$ cat config.mk
export PLATFORM = sky130hd
export DESIGN_NAME = hwag
export DESIGN_NICKNAME = d
export VERILOG_FILES = /design/src/source/hwag_pkg.sv /design/src/source/tooth_capture.sv /design/src/source/gap_sync.sv /design/src/source/angle_counter.sv /design/src/source/coil_driver.sv /design/src/source/hwag.sv
export SDC_FILE = /design/constraint.sdc
export NUM_CORES = 1
export LEC_CHECK = 0
export BUFFER_PORTS_ARGS = -buffer_cell sky130_fd_sc_hd__buf_2
export CORE_ASPECT_RATIO = 0.5
export CORE_UTILIZATION = 60
export DETAILED_ROUTE_END_ITERATION = 12
export PLACE_DENSITY = 0.78
export RECOVER_POWER = 50
export SLEW_MARGIN = 15
export SYNTH_ARGS = -nofsm -noshare
export SYNTH_HDL_FRONTEND = slang
export SYNTH_SLANG_ARGS = --single-unit
$ cat constraint.sdc
create_clock -name clk -period 18.7 [get_ports clk]
set_input_delay 3.74 -clock clk [delete_from_list [all_inputs] [get_ports clk]]
set_output_delay 3.74 -clock clk [all_outputs]
set_load 0.03 [all_outputs]
$ cat src/source/hwag_pkg.sv
// Widths and wheel constants for a 60-2 crank wheel read once per rising tooth edge
// Angles are in 1/64 tooth units, 60 slots per turn including the two missing teeth
package hwag_pkg;

  // Vector widths
  localparam int PERIOD_W = 24;
  localparam int ANGLE_W  = 24;
  localparam int TOOTH_W  = 8;

  // Tooth period in clock cycles
  typedef logic [PERIOD_W-1:0] period_t;

  // Crank angle, 0 to ANGLE_MAX
  typedef logic [ANGLE_W-1:0] angle_t;

  // Tooth index after the gap
  typedef logic [TOOTH_W-1:0] tooth_t;

  // Wheel lock states
  typedef enum logic [1:0] {
    sync_search,
    sync_wait_gap,
    sync_run
  } sync_state_t;

  // Physical teeth on the wheel
  localparam tooth_t TEETH_PER_TURN = 8'd58;

  // Last angle of a turn
  localparam angle_t ANGLE_MAX = 24'd3839;

  // coil23 offset from coil14
  localparam angle_t HALF_TURN = 24'd1920;

endpackage

$ cat src/source/tooth_capture.sv
// cap_in is asynchronous; pulses shorter than FILT_LEN clocks never reach cap_out
// Only rising edges produce tooth_edge, one cycle after cap_out rises
`timescale 1ns/10ps

module tooth_capture #(
  parameter int FILT_LEN = 7
) (
  input  logic clk,
  input  logic rst,
  input  logic cap_in,
  output logic cap_out,
  output logic tooth_edge
);

  localparam int CNT_W = (FILT_LEN > 1) ? $clog2(FILT_LEN) : 1;

  logic             sync_q1;
  logic             sync_q2;
  logic [CNT_W-1:0] diff_cnt;
  logic             cap_prev;

  // Two-flop synchroniser
  always_ff @(posedge clk) begin
    if (rst) begin
      sync_q1 <= 1'b0;
      sync_q2 <= 1'b0;
    end else begin
      sync_q1 <= cap_in;
      sync_q2 <= sync_q1;
    end
  end

  // Counts samples that differ from cap_out
  // any sample equal to cap_out restarts the window
  always_ff @(posedge clk) begin
    if (rst) begin
      diff_cnt <= '0;
      cap_out  <= 1'b0;
    end else if (sync_q2 == cap_out) begin
      diff_cnt <= '0;
    end else if (diff_cnt == CNT_W'(FILT_LEN - 1)) begin
      diff_cnt <= '0;
      cap_out  <= sync_q2;
    end else begin
      diff_cnt <= diff_cnt + 1'b1;
    end
  end

  // Rising edge of the filtered level
  always_ff @(posedge clk) begin
    if (rst) begin
      cap_prev   <= 1'b0;
      tooth_edge <= 1'b0;
    end else begin
      cap_prev   <= cap_out;
      tooth_edge <= cap_out & ~cap_prev;
    end
  end

endmodule

$ cat src/source/gap_sync.sv
// The gap is a period at least twice the one before it, with the three held periods in range
// A wheel slower than PERIOD_MAX cycles per tooth counts as stopped and drops the lock
`timescale 1ns/10ps

module gap_sync #(
  parameter int PERIOD_MIN = 512,
  parameter int PERIOD_MAX = 5592405
) (
  input  logic              clk,
  input  logic              rst,
  input  logic              tooth_edge,
  output logic              synced,
  output logic              at_gap,
  output hwag_pkg::tooth_t  tooth_index,
  output hwag_pkg::period_t last_period
);

  import hwag_pkg::*;

  localparam period_t P_MIN      = period_t'(PERIOD_MIN);
  localparam period_t P_MAX      = period_t'(PERIOD_MAX);
  localparam tooth_t  LAST_TOOTH = TEETH_PER_TURN - 1'b1;

  period_t     pcnt;
  period_t     new_period;
  period_t     cap1;
  period_t     cap2;
  logic        timeout;
  logic        hist_ok;
  logic        gap_now;
  sync_state_t state;

  function automatic logic in_range(period_t p);
    return (p >= P_MIN) && (p <= P_MAX);
  endfunction

  assign new_period = pcnt + 1'b1;
  assign timeout    = (pcnt == P_MAX);
  assign hist_ok    = in_range(last_period) && in_range(cap1) && in_range(cap2);

  // Newest period against the held one, checked in the edge cycle itself
  assign gap_now = tooth_edge && hist_ok && ({1'b0, new_period} >= {last_period, 1'b0});

  // Saturating period counter and three-deep history
  always_ff @(posedge clk) begin
    if (rst) begin
      pcnt        <= '0;
      last_period <= '0;
      cap1        <= '0;
      cap2        <= '0;
    end else if (tooth_edge) begin
      pcnt        <= '0;
      last_period <= new_period;
      cap1        <= last_period;
      cap2        <= cap1;
    end else if (timeout) begin
      last_period <= '0;
      cap1        <= '0;
      cap2        <= '0;
    end else begin
      pcnt <= pcnt + 1'b1;
    end
  end

  // Lock FSM and tooth counter
  always_ff @(posedge clk) begin
    if (rst) begin
      state       <= sync_search;
      tooth_index <= '0;
    end else if (timeout) begin
      state       <= sync_search;
      tooth_index <= '0;
    end else if (tooth_edge) begin
      case (state)
        sync_search: begin
          if (gap_now) begin
            state       <= sync_run;
            tooth_index <= '0;
          end else if (hist_ok) begin
            state <= sync_wait_gap;
          end
        end
        sync_wait_gap: begin
          if (gap_now) begin
            state       <= sync_run;
            tooth_index <= '0;
          end else if (!hist_ok) begin
            state <= sync_search;
          end
        end
        sync_run: begin
          // Gap must close the turn, and nothing may follow the last tooth but the gap
          if (gap_now && tooth_index == LAST_TOOTH) begin
            tooth_index <= '0;
          end else if (gap_now || tooth_index == LAST_TOOTH) begin
            state       <= sync_search;
            tooth_index <= '0;
          end else begin
            tooth_index <= tooth_index + 1'b1;
          end
        end
        default: begin
          state       <= sync_search;
          tooth_index <= '0;
        end
      endcase
    end
  end

  assign synced = (state == sync_run);

  // First tooth after the gap
  assign at_gap = synced && (tooth_index == '0);

endmodule

$ cat src/source/angle_counter.sv
// One step every last_period >> ANGLE_SHIFT cycles; a tooth never steps past its own slots
// The last tooth before the gap spans three slots, so the turn still ends at ANGLE_MAX
`timescale 1ns/10ps

module angle_counter #(
  parameter int ANGLE_SHIFT = 6
) (
  input  logic              clk,
  input  logic              rst,
  input  logic              tooth_edge,
  input  logic              synced,
  input  hwag_pkg::tooth_t  tooth_index,
  input  hwag_pkg::period_t last_period,
  output hwag_pkg::angle_t  crank_angle,
  output hwag_pkg::angle_t  cyl14_angle,
  output hwag_pkg::angle_t  cyl23_angle
);

  import hwag_pkg::*;

  localparam int                STEP_W      = ANGLE_SHIFT + 2;
  localparam logic [STEP_W-1:0] STEPS_TOOTH = STEP_W'((1 << ANGLE_SHIFT) - 1);
  localparam logic [STEP_W-1:0] STEPS_GAP   = STEP_W'(3 * (1 << ANGLE_SHIFT) - 1);
  localparam tooth_t            LAST_TOOTH  = TEETH_PER_TURN - 1'b1;

  period_t           step_len;
  period_t           step_cnt;
  logic [STEP_W-1:0] steps;
  logic [STEP_W-1:0] steps_max;
  logic              tooth_start;
  logic              step_due;
  angle_t            cyl23_sum;

  assign step_len  = last_period >> ANGLE_SHIFT;
  assign steps_max = (tooth_index == LAST_TOOTH) ? STEPS_GAP : STEPS_TOOTH;
  assign step_due  = (step_cnt + 1'b1 >= step_len) && (steps < steps_max);

  // tooth_index and last_period settle one cycle after the edge
  always_ff @(posedge clk) begin
    if (rst) begin
      tooth_start <= 1'b0;
    end else begin
      tooth_start <= tooth_edge;
    end
  end

  // Step divider and crank angle
  always_ff @(posedge clk) begin
    if (rst || !synced) begin
      step_cnt    <= '0;
      steps       <= '0;
      crank_angle <= '0;
    end else if (tooth_start) begin
      step_cnt    <= '0;
      steps       <= '0;
      crank_angle <= angle_t'(tooth_index) << ANGLE_SHIFT;
    end else if (step_due) begin
      step_cnt    <= '0;
      steps       <= steps + 1'b1;
      crank_angle <= (crank_angle == ANGLE_MAX) ? '0 : crank_angle + 1'b1;
    end else if (steps < steps_max) begin
      step_cnt <= step_cnt + 1'b1;
    end
  end

  // Cylinder angles, second pair half a turn on
  assign cyl23_sum   = crank_angle + HALF_TURN;
  assign cyl14_angle = crank_angle;

  always_comb begin
    if (!synced) begin
      cyl23_angle = '0;
    end else if (cyl23_sum > ANGLE_MAX) begin
      cyl23_angle = cyl23_sum - (ANGLE_MAX + 1'b1);
    end else begin
      cyl23_angle = cyl23_sum;
    end
  end

endmodule

$ cat src/source/coil_driver.sv
// Ignition and dwell are crank angles in 1/64 tooth units, shared by both coils
// A new set point is taken at a tooth edge only while the coil has not yet reached it
`timescale 1ns/10ps

module coil_driver (
  input  logic             clk,
  input  logic             rst,
  input  logic             tooth_edge,
  input  logic             synced,
  input  hwag_pkg::angle_t cyl14_angle,
  input  hwag_pkg::angle_t cyl23_angle,
  input  hwag_pkg::angle_t ignition_angle,
  input  hwag_pkg::angle_t dwell_angle,
  output logic             coil14,
  output logic             coil23
);

  import hwag_pkg::*;

  angle_t     set_point;
  angle_t     cyl_angle [2];
  angle_t     shadow    [2];
  logic [1:0] set_hit;
  logic [1:0] clr_hit;
  logic [1:0] coil_q;

  // Dwell start, wrapped back into the turn
  always_comb begin
    if (ignition_angle >= dwell_angle) begin
      set_point = ignition_angle - dwell_angle;
    end else begin
      set_point = ignition_angle + (ANGLE_MAX + 1'b1) - dwell_angle;
    end
  end

  assign cyl_angle[0] = cyl14_angle;
  assign cyl_angle[1] = cyl23_angle;

  always_comb begin
    for (int i = 0; i < 2; i++) begin
      set_hit[i] = (cyl_angle[i] == shadow[i]);
      clr_hit[i] = (cyl_angle[i] == ignition_angle);
    end
  end

  // Shadow set points, one per coil
  always_ff @(posedge clk) begin
    for (int i = 0; i < 2; i++) begin
      if (rst) begin
        shadow[i] <= '0;
      end else if (tooth_edge && (cyl_angle[i] < set_point)) begin
        shadow[i] <= set_point;
      end
    end
  end

  // Ignition point wins over dwell start
  always_ff @(posedge clk) begin
    if (rst || !synced) begin
      coil_q <= '0;
    end else begin
      for (int i = 0; i < 2; i++) begin
        if (clr_hit[i]) begin
          coil_q[i] <= 1'b0;
        end else if (set_hit[i]) begin
          coil_q[i] <= 1'b1;
        end
      end
    end
  end

  assign coil14 = coil_q[0] & synced;
  assign coil23 = coil_q[1] & synced;

endmodule

$ cat src/source/hwag.sv
// Two-coil wasted-spark angle generator for a 60-2 wheel; coil23 runs half a turn after coil14
// ignition_angle and dwell_angle are static levels in 1/64 tooth units, no bus interface
`timescale 1ns/10ps

module hwag #(
  parameter int ANGLE_SHIFT = 6,
  parameter int FILT_LEN    = 7,
  parameter int PERIOD_MIN  = 512,
  parameter int PERIOD_MAX  = 5592405
) (
  input  logic             clk,
  input  logic             rst,
  input  logic             cap_in,
  input  hwag_pkg::angle_t ignition_angle,
  input  hwag_pkg::angle_t dwell_angle,
  output logic             cap_out,
  output logic             synced,
  output logic             coil14,
  output logic             coil23
);

  import hwag_pkg::*;

  logic    tooth_edge;
  tooth_t  tooth_index;
  period_t last_period;
  angle_t  cyl14_angle;
  angle_t  cyl23_angle;

  tooth_capture #(
    .FILT_LEN (FILT_LEN)
  ) u_tooth_capture (
    .clk        (clk),
    .rst        (rst),
    .cap_in     (cap_in),
    .cap_out    (cap_out),
    .tooth_edge (tooth_edge)
  );

  gap_sync #(
    .PERIOD_MIN (PERIOD_MIN),
    .PERIOD_MAX (PERIOD_MAX)
  ) u_gap_sync (
    .clk         (clk),
    .rst         (rst),
    .tooth_edge  (tooth_edge),
    .synced      (synced),
    .at_gap      (),
    .tooth_index (tooth_index),
    .last_period (last_period)
  );

  angle_counter #(
    .ANGLE_SHIFT (ANGLE_SHIFT)
  ) u_angle_counter (
    .clk         (clk),
    .rst         (rst),
    .tooth_edge  (tooth_edge),
    .synced      (synced),
    .tooth_index (tooth_index),
    .last_period (last_period),
    .crank_angle (),
    .cyl14_angle (cyl14_angle),
    .cyl23_angle (cyl23_angle)
  );

  coil_driver u_coil_driver (
    .clk            (clk),
    .rst            (rst),
    .tooth_edge     (tooth_edge),
    .synced         (synced),
    .cyl14_angle    (cyl14_angle),
    .cyl23_angle    (cyl23_angle),
    .ignition_angle (ignition_angle),
    .dwell_angle    (dwell_angle),
    .coil14         (coil14),
    .coil23         (coil23)
  );

endmodule

==> results by group <==
Timing
  • Post-route minimum period: 9.39 ns
  • Min setup slack post-route: 9.31 ns
  • Hold Violations, Final: 0
  • RSZ-0062 raised after global routing: false
  • Max_slew headroom: -1.04
  • Final clock skew: 0.0137 ns
  • Part of the cycle the worst path needs: 0.502
  • Final Setup Violations: 0
  • Final setup TNS: 0 ns
  • Worst Tran Pin Value: 3.04 ns
  • Fmax: 107 MHz
  • Final Max Slew Viols: approximately 130

Finish
  • Commonest non-fill, non-tap cells in the layout: nor2_1 (241), dfxtp_1 (173), inv_1 (160)
  • ANT cells: 0
  • Most common cell after layout, fill and taps aside: nor2_1
  • Layout cells sized above 1: 0.0693
  • Multi-input logic area: roughly 0.012 sq mm
  • Nets: about 2400
  • Fillers: roughly 2400
  • Storage element area: around 0.0049 sq mm
  • Post-synthesis to final-layout area growth: 7.22%

Synth
  • Seq/Total Area, Yosys: 0.281
  • Synth top area share: 0.199
  • EDFF count, synth: 48
  • Synth Cell Area: approximately 0.017 sq mm
  • Most area-consuming cells after synthesis: dfxtp_1 (20%), ha_1 (11%), edfxtp_1 (8.3%), xnor2_1 (6.8%), nor2_1 (5.2%)
  • Distinct cell type count after synthesis: 89
  • Mapped Avg Cell Area: between 8 and 9 sq um
  • FF+latch count, synth: roughly 220
  • Synth area leader: dfxtp_1
  • Synth Warn #: 0
  • Ys async rst share: 0
  • Synthesized Nets: roughly 2400
  • Cells after Synth: between 2000 and 2500
  • Synth Flop Type: dfxtp_1

Drt
  • DR iter-0 viols: 1697
  • Antenna Nets Post-Route: 0
  • Via-to-Cell Ratio: around 6.4
  • WL final: just over 50000 um
  • DR pass1 iterations: 6
  • Number of vias in the routed layout: 16200
  • WL/cell: ~20 um
  • Drt drc: 0

Clock tree
  • Clock Sinks: around 220
  • Inserted Clock Buffers: 23
  • Worst skew pair latency: roughly 0.54 ns
  • Post-CTS Hold Buffers: 0
  • CTS Buffer Depth: 3
  • Clock H-tree levels: 1
  • CTS tree: built
  • CTS root buffer: clkbuf_16
  • Post-cts sizing count: 0
  • Post-CTS setup buffers: 0
  • Worst-path clk slew: 0.06 ns

Floorplanning
  • Total Die Area: 0.0298 sq mm
  • Initial Util: 0.619
  • Die Ht: roughly 120 um
  • I/O pin count: 55
  • FP Rows: 43
  • Core Region: about 0.028 sq mm
  • Die X: between 200 and 250 um

Worst setup path
  • Crit path kind: in -> reg
  • Worst-path fanout max: 24
  • CP endpoint kind: flop
  • Worst EP arrival: 9.72 ns
  • Crit path max-delay family: compound AO/OA/AOI/OAI gates
  • CP most frequent cell: ha_1
  • CP bufs+invs: 2
  • Crit path depth: 23
  • CP max stage cell: o32ai_1
  • Worst-path cell chain: buf_2 > ha_1 > ha_1 > inv_1 > fa_1 > o21bai_1 > a21oi_1 > nor2_1 > o32ai_1 > o21ba_2 > o41ai_1 > a2111oi_0 > o21bai_1 > xnor2_1 > a21o_1 > ha_1 > nand4_1 > or2_2 > nor3_1 > a211oi_1 > o211a_1 > nand3b_1 > a311oi_1
  • CP Data Required Time: approximately 19 ns
  • Startpoint Class: input pin
  • Max stage delay on crit path: 0.66 ns
  • Reg2Reg Depth: 23

Power
  • Sequential power share: 0.425
  • Pleak: ~7.7 nW
  • Clock power share: 0.398
  • Pint: 0.000831 W
  • Power Dens Cells: between 60 and 70 mW/mm^2
  • Logic pwr share: 0.177
  • Total power: roughly 0.0012 W
  • Switching share of power: 0.288
  • VDD IR max: 63.4 uV
  • Net Switching: ~0.00034 W

Status
  • Status: complete, but fails checks
  • Failing checks: max-capacitance violations, max-slew violations

Placed design
  • Dpl hpwl: 38300 um
  • PortBufs: 54
  • Place WS: a little under 9 ns
  • RD Place Congestion: just over 1

Global route
  • Vias in the first global route: 14800
  • Total gr overflow: 0
  • Global-route wire length before repair: approximately 79000 um
  • Largest net degree at the start of global routing: 55
  • Initial antenna violation count: 0
  • Gr usage total: 0.335

Min path
  • Worst min-delay path class: reg -> reg
  • Hold Path Depth: 1

Run
  • Max Cap Viol: 3
[area by class of cell]
cell class                      instances  share of cell area
Sequential cell                       221               0.263
Inverter                              164              0.0330
Tap cell                              382              0.0256
Multi-Input combinational cell       1666               0.618
Clock buffer                           31              0.0357
Clock inverter                         11             0.00509
Timing Repair Buffer                   70              0.0206
[layer usage]
metal,vias up,global-route usage,part of all wire
li1,7684,-,-
met1,7606,0.463,0.44
met2,755,0.530,0.43
met3,131,0.0516,0.091
met4,0,0.131,0.041
met5,-,0,0
[synthesized netlist by cell type (all sizes together) (11+ instances only)]
library cell  count
o211ai           15
nor2            241
a22o             26
nor3             72
o21a             30
inv             161
ha              151
mux2i            19
dfxtp           173
o21ai           104
xnor2           136
o22ai            28
a31oi            22
clkbuf           71
nand2b           15
xor2             73
and3             25
fa               20
nand4            55
a211oi           16
or3              16
or2              12
and2             19
edfxtp           48
a21oi            94
nand3            63
nor4bb           11
nor4             56
nand2           158
nor2b            15
buf              22
a21o             38
[cells by family (layout without fill, tap and decap cells)]
kind of cell             after synthesis  after routing  share of synthesized area
flip-flops                           221            221                      0.281
AO/OA/AOI/OAI                        471            471                      0.183
multiplexers                          23             23                     0.0135
AND/OR/NAND/NOR                      792            792                      0.227
adder cells (fa/ha/maj)              171            171                      0.131
XOR/XNOR                             209            209                      0.106
buffers and inverters                257            276                     0.0574
[sequential cells by signal, indices dropped and copies added, names as in the netlist, 2 cells and up]
register,count
u_gap_sync.last_period,24
u_gap_sync.cap1,24
u_gap_sync.state,2
u_gap_sync.pcnt,24
u_coil_driver.shadow,48
u_angle_counter.step_cnt,24
u_gap_sync.cap2,24
u_coil_driver.coil_q,2
u_tooth_capture.diff_cnt,3
u_angle_counter.crank_angle,24
u_angle_counter.steps,8
u_gap_sync.tooth_index,8
[power groups by stage]
stage	combinational, W	clock [W]	sequential [W]
global route	0.000226	0.000487	0.000495
finish	0.000207	0.000464	0.000495
detailed placement	0.000198	0	0.000505
floorplan	0.000137	0	0.000504
global placement	0.000197	0	0.000505
CTS	0.000200	0.000468	0.000495
[through the flow]
step                      cells  instance area, sq um  hold WS, ns   util
final                      2545                 18700        0.391  0.664
after CTS                  2545                 18700        0.393  0.664
after detailed placement   2503                 17900        0.381  0.637
after floorplan            2144                 17400        0.367      -
after global placement     2503                 17900        0.375  0.637
after global routing       2545                 18700        0.417  0.664
[worst reg2reg max path: stages, from the launching register on]
cell	delay [ns]
dfxtp_1	0.84
inv_1	0.38
ha_1	0.36
xnor2_1	0.26
inv_1	0.17
ha_1	0.21
inv_1	0.05
nor4_1	0.81
o311ai_4	0.28
nor4_4	0.34
nand4_1	0.71
mux2i_1	0.72
inv_1	0.09
ha_1	0.20
a21o_1	0.18
a21o_1	0.17
a21o_1	0.18
a21o_1	0.17
a21o_1	0.17
a21o_1	0.17
a21oi_1	0.17
o211a_1	0.18
nand3b_1	0.65
a311oi_1	0.46
[final timing paths]
check / startpoint / to / slack, ns
max: ignition_angle[1] / u_coil_driver.shadow[1][20]$_SDFFCE_PN0P_ / 9.31
min: u_tooth_capture.cap_prev$_SDFF_PP0_ / u_tooth_capture.tooth_edge$_SDFF_PP0_ / 0.39
max reg2reg: u_angle_counter.crank_angle[7]$_SDFFE_PP0P_ / u_coil_driver.shadow[1][20]$_SDFFCE_PN0P_ / 10.59
min reg2reg: u_tooth_capture.cap_prev$_SDFF_PP0_ / u_tooth_capture.tooth_edge$_SDFF_PP0_ / 0.39
No activity file was read; power rests on OpenSTA's default activity.
